===== src/pool_pkg.sv =====
package pool_pkg;

    ////////////////////////////////////////
    // pooling geometry
    ////////////////////////////////////////

    // window side, stride equals window side
    localparam int POOL_K = 2;

    // pixels held by one window
    localparam int WIN_PIX = POOL_K * POOL_K;

    // pop of completing pixel to push into output fifo
    localparam int POOL_LATENCY = 2;

    ////////////////////////////////////////
    // counters
    ////////////////////////////////////////

    // credit and occupancy counter width
    localparam int CNT_W = 8;

    ////////////////////////////////////////
    // top-level defaults
    ////////////////////////////////////////

    localparam int DEF_CHANNELS    = 3;
    localparam int DEF_PIX_W       = 16;
    // image width, must be even
    localparam int DEF_IMG_W       = 8;
    localparam int DEF_IN_DEPTH    = 4;
    localparam int DEF_OUT_DEPTH   = 4;
    // credits the downstream grants after reset
    localparam int DEF_OUT_CREDITS = 4;

endpackage


===== src/credit_fifo.sv =====
module credit_fifo #(
    parameter type PAYLOAD_T = logic [15:0],
    parameter int  DEPTH     = pool_pkg::DEF_IN_DEPTH
) (
    input  logic                       clk,
    input  logic                       reset_n,
    input  logic                       i_push,
    input  PAYLOAD_T                   i_data,
    input  logic                       i_pop,
    output PAYLOAD_T                   o_data,
    output logic                       o_empty,
    output logic [pool_pkg::CNT_W-1:0] o_count
);

    // pointer width, at least one bit
    localparam int PTR_W = (DEPTH > 1) ? $clog2(DEPTH) : 1;

    // storage
    PAYLOAD_T mem [DEPTH];

    logic [PTR_W-1:0]           wr_ptr_q;
    logic [PTR_W-1:0]           rd_ptr_q;
    logic [pool_pkg::CNT_W-1:0] count_q;

    // wrap at DEPTH, which need not be a power of two
    function automatic logic [PTR_W-1:0] ptr_next(input logic [PTR_W-1:0] ptr);
        if (ptr == PTR_W'(DEPTH - 1)) begin
            return '0;
        end
        return ptr + 1'b1;
    endfunction

    ////////////////////////////////////////
    // data path
    ////////////////////////////////////////

    // write slot at tail
    always_ff @(posedge clk) begin
        if (i_push) begin
            mem[wr_ptr_q] <= i_data;
        end
    end

    // show-ahead, head is always on the output
    assign o_data = mem[rd_ptr_q];

    ////////////////////////////////////////
    // pointers and occupancy
    ////////////////////////////////////////

    always_ff @(posedge clk or negedge reset_n) begin
        if (!reset_n) begin
            wr_ptr_q <= '0;
            rd_ptr_q <= '0;
            count_q  <= '0;
        end else begin
            if (i_push) begin
                wr_ptr_q <= ptr_next(wr_ptr_q);
            end
            if (i_pop) begin
                rd_ptr_q <= ptr_next(rd_ptr_q);
            end
            // push and pop together leave the count alone
            case ({i_push, i_pop})
                2'b10:   count_q <= count_q + 1'b1;
                2'b01:   count_q <= count_q - 1'b1;
                default: count_q <= count_q;
            endcase
        end
    end

    assign o_empty = (count_q == '0);
    assign o_count = count_q;

endmodule


===== src/line_window.sv =====
module line_window #(
    parameter int PIX_W = pool_pkg::DEF_PIX_W,
    parameter int IMG_W = pool_pkg::DEF_IMG_W
) (
    input  logic                       clk,
    input  logic                       reset_n,
    input  logic                       i_shift,
    input  logic [$clog2(IMG_W)-1:0]   i_col,
    input  logic signed [PIX_W-1:0]    i_pixel,
    output logic signed [PIX_W-1:0]    o_w00,
    output logic signed [PIX_W-1:0]    o_w01,
    output logic signed [PIX_W-1:0]    o_w10,
    output logic signed [PIX_W-1:0]    o_w11
);

    ////////////////////////////////////////
    // row memory
    ////////////////////////////////////////

    // one slot per column
    // slot c holds the previous row until the current row reaches c
    logic signed [PIX_W-1:0] row_mem [IMG_W];

    // pixel one column to the left, current row
    logic signed [PIX_W-1:0] left_q;

    // pixel one column to the left, previous row
    // slot i_col-1 is already overwritten by the current row,
    // so the old value is kept here on its way out
    logic signed [PIX_W-1:0] up_left_q;

    // previous-row pixel above the current column
    logic signed [PIX_W-1:0] up_cur;

    assign up_cur = row_mem[i_col];

    // each shifted pixel replaces its column slot
    always_ff @(posedge clk) begin
        if (i_shift) begin
            row_mem[i_col] <= i_pixel;
        end
    end

    ////////////////////////////////////////
    // left-hand registers
    ////////////////////////////////////////

    always_ff @(posedge clk or negedge reset_n) begin
        if (!reset_n) begin
            left_q    <= '0;
            up_left_q <= '0;
        end else if (i_shift) begin
            // current pixel becomes the left neighbour of the next one
            left_q    <= i_pixel;
            // slot content before it is overwritten
            up_left_q <= up_cur;
        end
    end

    ////////////////////////////////////////
    // window outputs
    ////////////////////////////////////////

    // top row, previous image row
    assign o_w00 = up_left_q;
    assign o_w01 = up_cur;

    // bottom row, current image row
    // combinational from the popped pixel
    assign o_w10 = left_q;
    assign o_w11 = i_pixel;

    // at column 0 the left registers hold the end of the row above,
    // never read since windows only close on odd columns

endmodule


===== src/max_pool_unit.sv =====
module max_pool_unit #(
    parameter int CHANNELS = pool_pkg::DEF_CHANNELS,
    parameter int PIX_W    = pool_pkg::DEF_PIX_W
) (
    input  logic                                        clk,
    input  logic                                        reset_n,
    input  logic                                        i_valid,
    input  logic [CHANNELS*pool_pkg::WIN_PIX*PIX_W-1:0] i_windows,
    output logic                                        o_valid,
    output logic [CHANNELS*PIX_W-1:0]                   o_pool,
    output logic [pool_pkg::CNT_W-1:0]                  o_inflight
);

    localparam int LAT = pool_pkg::POOL_LATENCY;
    localparam int WIN = pool_pkg::WIN_PIX;

    // valid per stage, bit 0 is stage 1
    logic [LAT-1:0] vld_q;

    // signed maximum of two pixels
    function automatic logic signed [PIX_W-1:0] smax(
        input logic signed [PIX_W-1:0] a,
        input logic signed [PIX_W-1:0] b
    );
        return (a > b) ? a : b;
    endfunction

    ////////////////////////////////////////
    // valid pipe, control only
    ////////////////////////////////////////

    always_ff @(posedge clk or negedge reset_n) begin
        if (!reset_n) begin
            vld_q <= '0;
        end else begin
            vld_q <= {vld_q[LAT-2:0], i_valid};
        end
    end

    assign o_valid = vld_q[LAT-1];

    // occupied stages
    always_comb begin
        o_inflight = '0;
        for (int s = 0; s < LAT; s++) begin
            o_inflight = o_inflight + pool_pkg::CNT_W'(vld_q[s]);
        end
    end

    ////////////////////////////////////////
    // per-channel compare tree
    ////////////////////////////////////////

    for (genvar ch = 0; ch < CHANNELS; ch++) begin : g_ch
        logic signed [PIX_W-1:0] w00;
        logic signed [PIX_W-1:0] w01;
        logic signed [PIX_W-1:0] w10;
        logic signed [PIX_W-1:0] w11;
        logic signed [PIX_W-1:0] top_q;
        logic signed [PIX_W-1:0] bot_q;
        logic signed [PIX_W-1:0] res_q;

        // window order inside a channel: w00 w01 w10 w11
        assign w00 = i_windows[(ch*WIN + 0)*PIX_W +: PIX_W];
        assign w01 = i_windows[(ch*WIN + 1)*PIX_W +: PIX_W];
        assign w10 = i_windows[(ch*WIN + 2)*PIX_W +: PIX_W];
        assign w11 = i_windows[(ch*WIN + 3)*PIX_W +: PIX_W];

        // stage 1, row pairs
        always_ff @(posedge clk) begin
            if (i_valid) begin
                top_q <= smax(w00, w01);
                bot_q <= smax(w10, w11);
            end
        end

        // stage 2, final max
        always_ff @(posedge clk) begin
            if (vld_q[0]) begin
                res_q <= smax(top_q, bot_q);
            end
        end

        assign o_pool[ch*PIX_W +: PIX_W] = res_q;
    end

endmodule


===== src/pool_stage_top.sv =====
module pool_stage_top #(
    parameter int CHANNELS    = pool_pkg::DEF_CHANNELS,
    parameter int PIX_W       = pool_pkg::DEF_PIX_W,
    parameter int IMG_W       = pool_pkg::DEF_IMG_W,
    parameter int IN_DEPTH    = pool_pkg::DEF_IN_DEPTH,
    parameter int OUT_DEPTH   = pool_pkg::DEF_OUT_DEPTH,
    parameter int OUT_CREDITS = pool_pkg::DEF_OUT_CREDITS
) (
    input  logic                      clk,
    input  logic                      reset_n,
    // upstream, credit based
    input  logic                      i_in_valid,
    input  logic [CHANNELS*PIX_W-1:0] i_in_pixels,
    output logic                      o_in_credit,
    // downstream, credit based
    output logic                      o_out_valid,
    output logic [CHANNELS*PIX_W-1:0] o_out_pool,
    input  logic                      i_out_credit
);

    localparam int CNT_W = pool_pkg::CNT_W;
    localparam int WIN   = pool_pkg::WIN_PIX;
    localparam int COL_W = $clog2(IMG_W);

    typedef logic [CHANNELS*PIX_W-1:0] pix_vec_t;
    typedef logic [CHANNELS*PIX_W-1:0] res_vec_t;

    pix_vec_t                     in_head;
    logic                         in_empty;
    logic [CNT_W-1:0]             in_count;
    logic                         in_pop;
    logic                         in_credit_q;
    logic [COL_W-1:0]             col;
    logic                         win_done;
    logic [CHANNELS*WIN*PIX_W-1:0] windows;
    logic                         mp_valid;
    res_vec_t                     mp_pool;
    logic [CNT_W-1:0]             inflight;
    logic                         out_empty;
    logic [CNT_W-1:0]             out_count;
    logic [CNT_W:0]               reserved;
    logic [CNT_W-1:0]             out_cred_q;
    logic                         send;

    ////////////////////////////////////////
    // input side
    ////////////////////////////////////////

    // upstream only sends with a credit, so no overflow here
    credit_fifo #(
        .PAYLOAD_T (pix_vec_t),
        .DEPTH     (IN_DEPTH)
    ) u_in_fifo (
        .clk     (clk),
        .reset_n (reset_n),
        .i_push  (i_in_valid),
        .i_data  (i_in_pixels),
        .i_pop   (in_pop),
        .o_data  (in_head),
        .o_empty (in_empty),
        .o_count (in_count)
    );

    // admission, keep a slot for everything already in the pipe
    assign reserved = {1'b0, out_count} + {1'b0, inflight};
    assign in_pop   = !in_empty && (reserved < (CNT_W + 1)'(OUT_DEPTH));

    // one credit back per pop, registered
    always_ff @(posedge clk or negedge reset_n) begin
        if (!reset_n) begin
            in_credit_q <= 1'b0;
        end else begin
            in_credit_q <= in_pop;
        end
    end

    assign o_in_credit = in_credit_q;

    ////////////////////////////////////////
    // window formation and max
    ////////////////////////////////////////

    raster_tracker #(
        .IMG_W (IMG_W)
    ) u_tracker (
        .clk           (clk),
        .reset_n       (reset_n),
        .i_step        (in_pop),
        .o_col         (col),
        .o_window_done (win_done)
    );

    for (genvar ch = 0; ch < CHANNELS; ch++) begin : g_lw
        line_window #(
            .PIX_W (PIX_W),
            .IMG_W (IMG_W)
        ) u_lw (
            .clk     (clk),
            .reset_n (reset_n),
            .i_shift (in_pop),
            .i_col   (col),
            .i_pixel (in_head[ch*PIX_W +: PIX_W]),
            .o_w00   (windows[(ch*WIN + 0)*PIX_W +: PIX_W]),
            .o_w01   (windows[(ch*WIN + 1)*PIX_W +: PIX_W]),
            .o_w10   (windows[(ch*WIN + 2)*PIX_W +: PIX_W]),
            .o_w11   (windows[(ch*WIN + 3)*PIX_W +: PIX_W])
        );
    end

    max_pool_unit #(
        .CHANNELS (CHANNELS),
        .PIX_W    (PIX_W)
    ) u_max (
        .clk        (clk),
        .reset_n    (reset_n),
        .i_valid    (win_done),
        .i_windows  (windows),
        .o_valid    (mp_valid),
        .o_pool     (mp_pool),
        .o_inflight (inflight)
    );

    ////////////////////////////////////////
    // output side
    ////////////////////////////////////////

    credit_fifo #(
        .PAYLOAD_T (res_vec_t),
        .DEPTH     (OUT_DEPTH)
    ) u_out_fifo (
        .clk     (clk),
        .reset_n (reset_n),
        .i_push  (mp_valid),
        .i_data  (mp_pool),
        .i_pop   (send),
        .o_data  (o_out_pool),
        .o_empty (out_empty),
        .o_count (out_count)
    );

    // downstream takes every beat it is offered
    assign send        = (out_cred_q != '0) && !out_empty;
    assign o_out_valid = send;

    // credits held, send and return may coincide
    always_ff @(posedge clk or negedge reset_n) begin
        if (!reset_n) begin
            out_cred_q <= CNT_W'(OUT_CREDITS);
        end else begin
            case ({send, i_out_credit})
                2'b10:   out_cred_q <= out_cred_q - 1'b1;
                2'b01:   out_cred_q <= out_cred_q + 1'b1;
                default: out_cred_q <= out_cred_q;
            endcase
        end
    end

endmodule


===== src/raster_tracker.sv =====
module raster_tracker #(
    parameter int IMG_W = pool_pkg::DEF_IMG_W
) (
    input  logic                     clk,
    input  logic                     reset_n,
    input  logic                     i_step,
    output logic [$clog2(IMG_W)-1:0] o_col,
    output logic                     o_window_done
);

    localparam int COL_W = $clog2(IMG_W);

    // column of the pixel being stepped
    logic [COL_W-1:0] col_q;

    // high on odd rows
    logic row_odd_q;

    // last column of the row
    logic col_last;

    // last column of a window, odd for K of 2
    logic col_win_end;

    assign col_last    = (col_q == COL_W'(IMG_W - 1));
    assign col_win_end = ((col_q % pool_pkg::POOL_K) == (pool_pkg::POOL_K - 1));

    ////////////////////////////////////////
    // raster position
    ////////////////////////////////////////

    always_ff @(posedge clk or negedge reset_n) begin
        if (!reset_n) begin
            col_q     <= '0;
            row_odd_q <= 1'b0;
        end else if (i_step) begin
            if (col_last) begin
                // wrap to next row, flip parity
                col_q     <= '0;
                row_odd_q <= ~row_odd_q;
            end else begin
                col_q <= col_q + 1'b1;
            end
        end
    end

    // bottom-right pixel of a window arriving now
    assign o_window_done = i_step && row_odd_q && col_win_end;

    assign o_col = col_q;

endmodule


===== config.mk =====
export PLATFORM = sky130hd
export DESIGN_NAME = pool_stage_top
export DESIGN_NICKNAME = d
export VERILOG_FILES = /design/src/pool_pkg.sv /design/src/credit_fifo.sv /design/src/line_window.sv /design/src/max_pool_unit.sv /design/src/pool_stage_top.sv /design/src/raster_tracker.sv
export SDC_FILE = /design/constraint.sdc
export NUM_CORES = 1
export LEC_CHECK = 0
export ABC_AREA = 0
export BUFFER_PORTS_ARGS = -buffer_cell sky130_fd_sc_hd__buf_2
export CORE_AREA = 2 2 299 301
export DETAILED_ROUTE_END_ITERATION = 8
export DIE_AREA = 0 0 301 303
export GPL_ROUTABILITY_DRIVEN = 0
export GPL_TIMING_DRIVEN = 0
export PLACE_DENSITY_LB_ADDON = 0.3
export REMOVE_ABC_BUFFERS = 1
export SLEW_MARGIN = 0
export SYNTH_ARGS = -nofsm -noshare
export SYNTH_HDL_FRONTEND = slang
export SYNTH_SLANG_ARGS = --single-unit

===== constraint.sdc =====
create_clock -name clk -period 10.5 [get_ports clk]
set_input_delay 1.05 -clock clk [delete_from_list [all_inputs] [get_ports clk]]
set_output_delay 1.05 -clock clk [all_outputs]
set_load 0.03 [all_outputs]

======== Yosys cells after proc, flatten, opt, wreduce, memory -nomap -nowiden ========
Memory sizes are Yosys's and may differ from the RTL's.
Index checks and enable logic that the tools add are counted.
word-level totals
  bits in writable memories ............... 768
  output and inout port bits .............. 50
  register bits ........................... 279
  memories kept ........................... 5
cells by class
  reduce and logical (&&, ||, !) cells .... 13
  equality and inequality tests ........... 11
  add/subtract/negate cells ............... 13
  bitwise operators ....................... 1
  magnitude comparators ................... 10
  multiplexer cells ....................... 35
memory list
  memory                depth  width  rd ports  clocked after memory_dff  write ports  line               text
  u_in_fifo.mem         4      48     1         0                         1            credit_fifo.sv:19  PAYLOAD_T mem [DEPTH];
  u_out_fifo.mem        4      48     1         0                         1            credit_fifo.sv:19
  g_lw[0].u_lw.row_mem  8      16     1         0                         1            line_window.sv:22  logic signed [PIX_W-1:0] row_mem [IMG_W];
  g_lw[1].u_lw.row_mem  8      16     1         0                         1            line_window.sv:22
  g_lw[2].u_lw.row_mem  8      16     1         0                         1            line_window.sv:22
operators with widths
  kind                                                number
  > comparator 16 bit                                 9
  two-way mux 16 bit                                  9
  case mux 8 bit (2 select lines)                     3
  adder 8 x 1 -> 8 bit, second input constant         3
  subtractor 8 x 1 -> 8 bit, second input constant    3
  logical NOT 8 bit                                   2
  two-way mux 2 bit                                   8
  == test 2 bit, second input constant                7
  two-way mux 1 bit                                   14
  adder 8 x 8 -> 9 bit                                1
  < comparator 9 x 3 -> 1 bit, second input constant  1
  adder 2 x 1 -> 2 bit, second input constant         4
  nonzero test 8 bit                                  1
  == test 2 x 1 -> 1 bit, second input constant       3
  nonzero test 2 bit                                  3
  logical AND 1 bit                                   4
  adder 3 x 1 -> 3 bit, second input constant         1
  == test 3 bit, second input constant                1
  two-way mux 3 bit                                   1
  adder 1 x 1 -> 2 bit                                1
  logical NOT 1 bit                                   2
  AND reduction 2 bit                                 1
  NOT 1 bit                                           1

======== Logic depth before layout (Yosys ltp) ========
  depth in word-level cells ............... 6
  mapped depth ............................ 16
  mapped depth without buffers ............ 14

======== Hierarchy ========
From an unflattened synthesis, not the netlist that was laid out.
unflattened totals
  cells, all modules ...................... 2834
  area, all modules ....................... 46164.3 sq um
by module, submodules not included
  module          cells an instance  area an instance (sq um)  times used  sequential area each (sq um)
  line_window     384                6359.8                    3           4644.5
  credit_fifo     368                7933.9                    2           6065.8
  max_pool_unit   824                10064.7                   1           4374.2
  pool_stage_top  108                960.9                     1           226.5
  raster_tracker  14                 191.4                     1           100.1

======== Least setup slack after synthesis ========
OpenSTA, ideal clock, no wires.
  kind .................................... register to register
  start ................................... register u_max.vld_q[0]
  end ..................................... memory g_lw[0].u_lw.row_mem[2][0] in the netlist's numbering, enable pin
  path slack .............................. 2721 ps
  cell stages (with the launch flop) ...... 8
  clock period less this slack ............ 7779 ps
  setup time .............................. 573 ps
  data required time ...................... 9927 ps
  arrival ................................. 7207 ps
  cell sequence ........................... dfrtp_1 > ha_1 > ha_1 > a31oi_1 > nand3_1 > clkbuf_1 > clkbuf_1 > nor4_1
on the way
  cells in the longest elaborated chain, start to end .. 6
ends and longest elaborated chain
  what                                     line                  text
  start: declaration                       max_pool_unit.sv:18   logic [LAT-1:0] vld_q;
  start signal: assignment                 max_pool_unit.sv:36   vld_q <= {vld_q[LAT-2:0], i_valid};
  adder 1 x 1 -> 2 bit                     max_pool_unit.sv:46   o_inflight = o_inflight + pool_pkg::CNT_W'(vld_q[s]);
  adder 8 x 8 -> 9 bit                     pool_stage_top.sv:65  assign reserved = {1'b0, out_count} + {1'b0, inflight};
  < comparator 9 x 3 -> 1 bit              pool_stage_top.sv:66  assign in_pop = !in_empty && (reserved < (CNT_W + 1)'(OUT_DEPTH));
  logical AND 1 bit                        pool_stage_top.sv:66
  two-way mux 1 bit                        line_window.sv:39     if (i_shift) begin
  two-way mux 1 bit (implied by the code)  line_window.sv:40     row_mem[i_col] <= i_pixel;
  end: declaration                         line_window.sv:22
No other way between the ends.

======== Worst setup path in the final report ========
  start ................................... register u_tracker.col_q[2] (netlist: u_tracker.o_col[2])
  end ..................................... register u_max.g_ch[2].top_q[11], data pin
on the way
  cells in the longest elaborated chain, start to end .. 3
ends and longest elaborated chain
  what                        line                  text
  start: declaration          raster_tracker.sv:14  logic [COL_W-1:0] col_q;
  start signal: assignment    raster_tracker.sv:42  col_q <= col_q + 1'b1;
  memory read (8 x 16 bit) *  -
  > comparator 16 bit         max_pool_unit.sv:25   return (a > b) ? a : b;
  two-way mux 16 bit *        max_pool_unit.sv:25
  end signal: assignment      max_pool_unit.sv:72   top_q <= smax(w00, w01);
  end: declaration            max_pool_unit.sv:59   logic signed [PIX_W-1:0] top_q;
Every way passes the cells marked *; elsewhere a longest branch is shown, timed or not.
A chain may end at the register's enable or synchronous reset.

==> impl_metrics.tcl <==
set metrics [dict create \
    period_needed_ns 6.68 \
    clk_latency_ns 0.66 \
    post-route-period-util_pct 63.6 \
    synthesis.instances 2639 \
    worstSetupEndpointType "flip-flop" \
    setup_viol 0 \
    postRouteWirelength_um 92900 \
    cp.required_ns 10.89 \
    synthArstFlopShare_pct 12.9 \
    grtUsageTotal_pct 20.8 \
    relSlewSlack_pct 13.6 \
    hold_viol_final 0 \
    hold_ws_ns 0.347 \
    areaGrowthSynthToFinish_pct 14.3 \
    die_x_um 301 \
    crit_chain "buf_16, inv_1, nor2_1, a221oi_1, o221ai_1, inv_1, ha_1, nand4_1, or4_1, a21oi_1, or4b_1, mux2i_2, mux2_2" \
    crit_path_start_kind "flip-flop" \
    critPathKind "flip-flop to flip-flop" \
    stdcell_count 4089 \
    critPathMaxFanout 58 \
    grt_pass1_wl_um 144000 \
    drt-initial-drc-count 2278 \
    fp-row-count 109 \
    yosysSeqAreaShare_pct 70.4 \
    maxCapViolCount 0 \
    vdd_drop_max_v 0.000195 \
    grt_util_met1_pct 28.6 \
    ys_ff_latch 1047 \
    cts_hold_buf 0 \
    busiest_layer "met2" \
    cts_max_path_buffers 3 \
    vias_per_cell 5.75 \
    cpMostUsedCell "inv_1" \
    grt_overflow 0 \
    grt_pass1_vias 24500 \
    critical-path-max-stage-delay_ns 1.03 \
    grt_setup_unrepaired "false" \
    synthDistinctLibCells 70 \
    status "finished clean" \
    drive_above_1_share_pct 22.6 \
    grt_use_met2_pct 33.3 \
    die_h_um 303 \
    num-nets-final 3070 \
    die_area_mm2 0.0912 \
    syn-cell-area_mm2 0.0437 \
    ctsResizeCount 0 \
    cts_sinks 1047 \
    ys.flop_type "edfxtp_1" \
    hold_class "input port to async pin" \
    final_antenna_net_count 0 \
    drtPass1Iterations 6 \
    power_w 0.0150 \
    antenna_found_initial 6 \
    initial_utilization_pct 49.7 \
    crit_path_top_delay_cell "nor2_1" \
    cts_tree "done" \
    finish.utilization_pct 56.8 \
    slew_violations 0 \
    power.density_mw_per_mm2 301 \
    numPortBuffers 101 \
    arrival_ns 7.07 \
    wl_per_cell_um 22.7 \
    syn_area_per_cell_um2 16.6 \
    numCtsBuffers 104 \
    leakagePower_nw 18.1 \
    synth-edff-count 912 \
    ys_warn_count 0 \
    worstMarginPinSlew_ns 1.27 \
    max_freq_mhz 150 \
    ctsRootBufferMaster "clkbuf_16" \
    finClkSkew_ns 0.0292 \
    num_vias 23500 \
    cts_setup_buffers 0 \
    path_clk_slew_ns 0.06 \
    coreArea_mm2 0.0880 \
    dp_hpwl_um 62900 \
    grt_use_met3_pct 4.67 \
    cts_max_level 3 \
    dp_cells 3895 \
    io_pins 102 \
    grt_max_degree 99 \
    drc_errors 0 \
]
layer usage:
layer	share of wire [%]	vias to the layer above
met5	0.054	-
met4	2.3	8
met3	7.1	151
met2	48	762
met1	43	11900
li1	-	10700
stage by stage:
stage	TNS (ns)	area [um2]	setup slack (ns)
detailed placement	0	46500	3.93
global route	0	49900	3.58
global placement	-3204.69	45200	-8.10
finish	0	49900	3.82
floorplan	-16.69	43300	-0.0709
CTS	0	49900	3.87
critical path: cells and delay by family (launching register included):
family / cells / cell delay [ns]
DFF: 1 / 0.80
and+or+nand+nor: 4 / 2.02
muxes: 2 / 1.47
AOI/OAI and AO/OA: 3 / 0.91
adders and majority gates: 1 / 0.32
buffers and inverters: 3 / 0.87
cells in the final DEF, fill, tap and decap left out, types with 13 or more instances in the layout:
cell type / instances
buf_2: 100
nand2_1: 159
buf_6: 26
nor2b_1: 13
clkinv_1: 23
o211ai_1: 15
clkbuf_16: 107
clkbuf_1: 18
nand4_1: 21
a221oi_1: 59
a22oi_1: 36
ha_1: 179
clkinv_2: 13
nor3_1: 15
o21ai_0: 143
buf_4: 39
dfrtp_1: 126
edfxtp_1: 912
nor2_1: 61
a211oi_1: 13
a21oi_1: 84
bufinv_16: 14
mux2i_1: 59
mux2_2: 159
mux4_2: 110
nand3_1: 23
inv_1: 174
a21o_1: 21
synthesized netlist by cell type (all sizes together) (4+ instances only):
cell type	count	area, um2
edfxtp	912	27400
o211a	4	40.0
a221o	5	50.1
ha	179	2240
nor4	17	113
a22oi	36	270
nand3	24	120
a21o	21	158
a221oi	59	517
a21oi	85	429
a21boi	4	30.0
mux4	110	2480
xnor2	6	52.6
xor2	12	105
o31ai	4	30.0
mux2i	61	618
and2	10	62.6
nand4	22	144
o21a	6	45.0
a22o	5	43.8
nor3	23	115
nand2	159	597
or4	4	33.8
dfrtp	134	3350
nor2	64	240
and4	4	35.0
buf	42	221
o211ai	16	125
inv	175	657
clkbuf	57	214
mux2	160	1810
and3	4	25.0
or3	4	25.0
a211oi	13	97.6
o21ai	147	751
nor2b	13	81.3
state kept, by name, summed over array words and instances, names as in the netlist, 2 cells and up:
| register | count |
|---|---|
| u_in_fifo.rd_ptr_q | 2 |
| u_tracker.o_col | 3 |
| g_lw.u_lw.o_w10 | 48 |
| u_out_fifo.mem | 192 |
| u_max.g_ch.res_q | 48 |
| u_out_fifo.o_count | 8 |
| u_max.g_ch.bot_q | 48 |
| u_max.vld_q | 2 |
| u_in_fifo.mem | 192 |
| g_lw.u_lw.row_mem | 384 |
| u_in_fifo.wr_ptr_q | 2 |
| u_in_fifo.o_count | 8 |
| u_out_fifo.rd_ptr_q | 2 |
| g_lw.u_lw.o_w00 | 48 |
| u_max.g_ch.top_q | 48 |
| u_out_fifo.wr_ptr_q | 2 |
| out_cred_q | 8 |
worst paths after layout:
kind | start | to | slack, ns | depth (start not counted)
setup / recovery | u_tracker.o_col[2] | u_max.g_ch[2].top_q[11] | 3.82 | 13
max in group asynchronous | reset_n | u_in_fifo.wr_ptr_q[1] | 9.37 | 3
hold reg to reg | u_out_fifo.o_count[7] | u_out_fifo.o_count[7] | 0.47 | 1
hold / removal | reset_n | g_lw[0].u_lw.o_w10[9] | 0.35 | 2
setup reg to reg | u_tracker.o_col[2] | u_max.g_ch[2].top_q[11] | 3.82 | 13
min in group clk | u_out_fifo.o_count[7] | u_out_fifo.o_count[7] | 0.47 | 1
kinds of logic (layout without fill, tap and decap cells):
kind of cell,Yosys count,in the layout,share of synthesized area [%]
other,0,5,0
xor gates and xnor gates,18,18,0.361
DFF,1047,1047,70.4
muxes,331,331,11.2
and+or+nand+nor,354,354,3.75
adders and majority gates,182,182,5.26
AOI/OAI and AO/OA,433,433,6.48
buffers and inverters,274,554,2.50
where the power goes:
part	internal [W]	switching, W	leakage (nW)
Clock	0.00223	0.00151	1.69
Combinational	0.00220	0.00328	6.56
Sequential	0.00540	0.000398	9.86
Total	0.00983	0.00519	18.1
area by class of cell:
class	instances	area (um2)
tap	1165	1460
antenna	5	12.5
clock buffer	130	2810
multi-input combinational	1318	11900
fill	6477	38000
timing repair buffer	190	1630
clock inverter	59	647
inverter	175	657
sequential	1047	30800
Power figures use the tool's default switching activity.
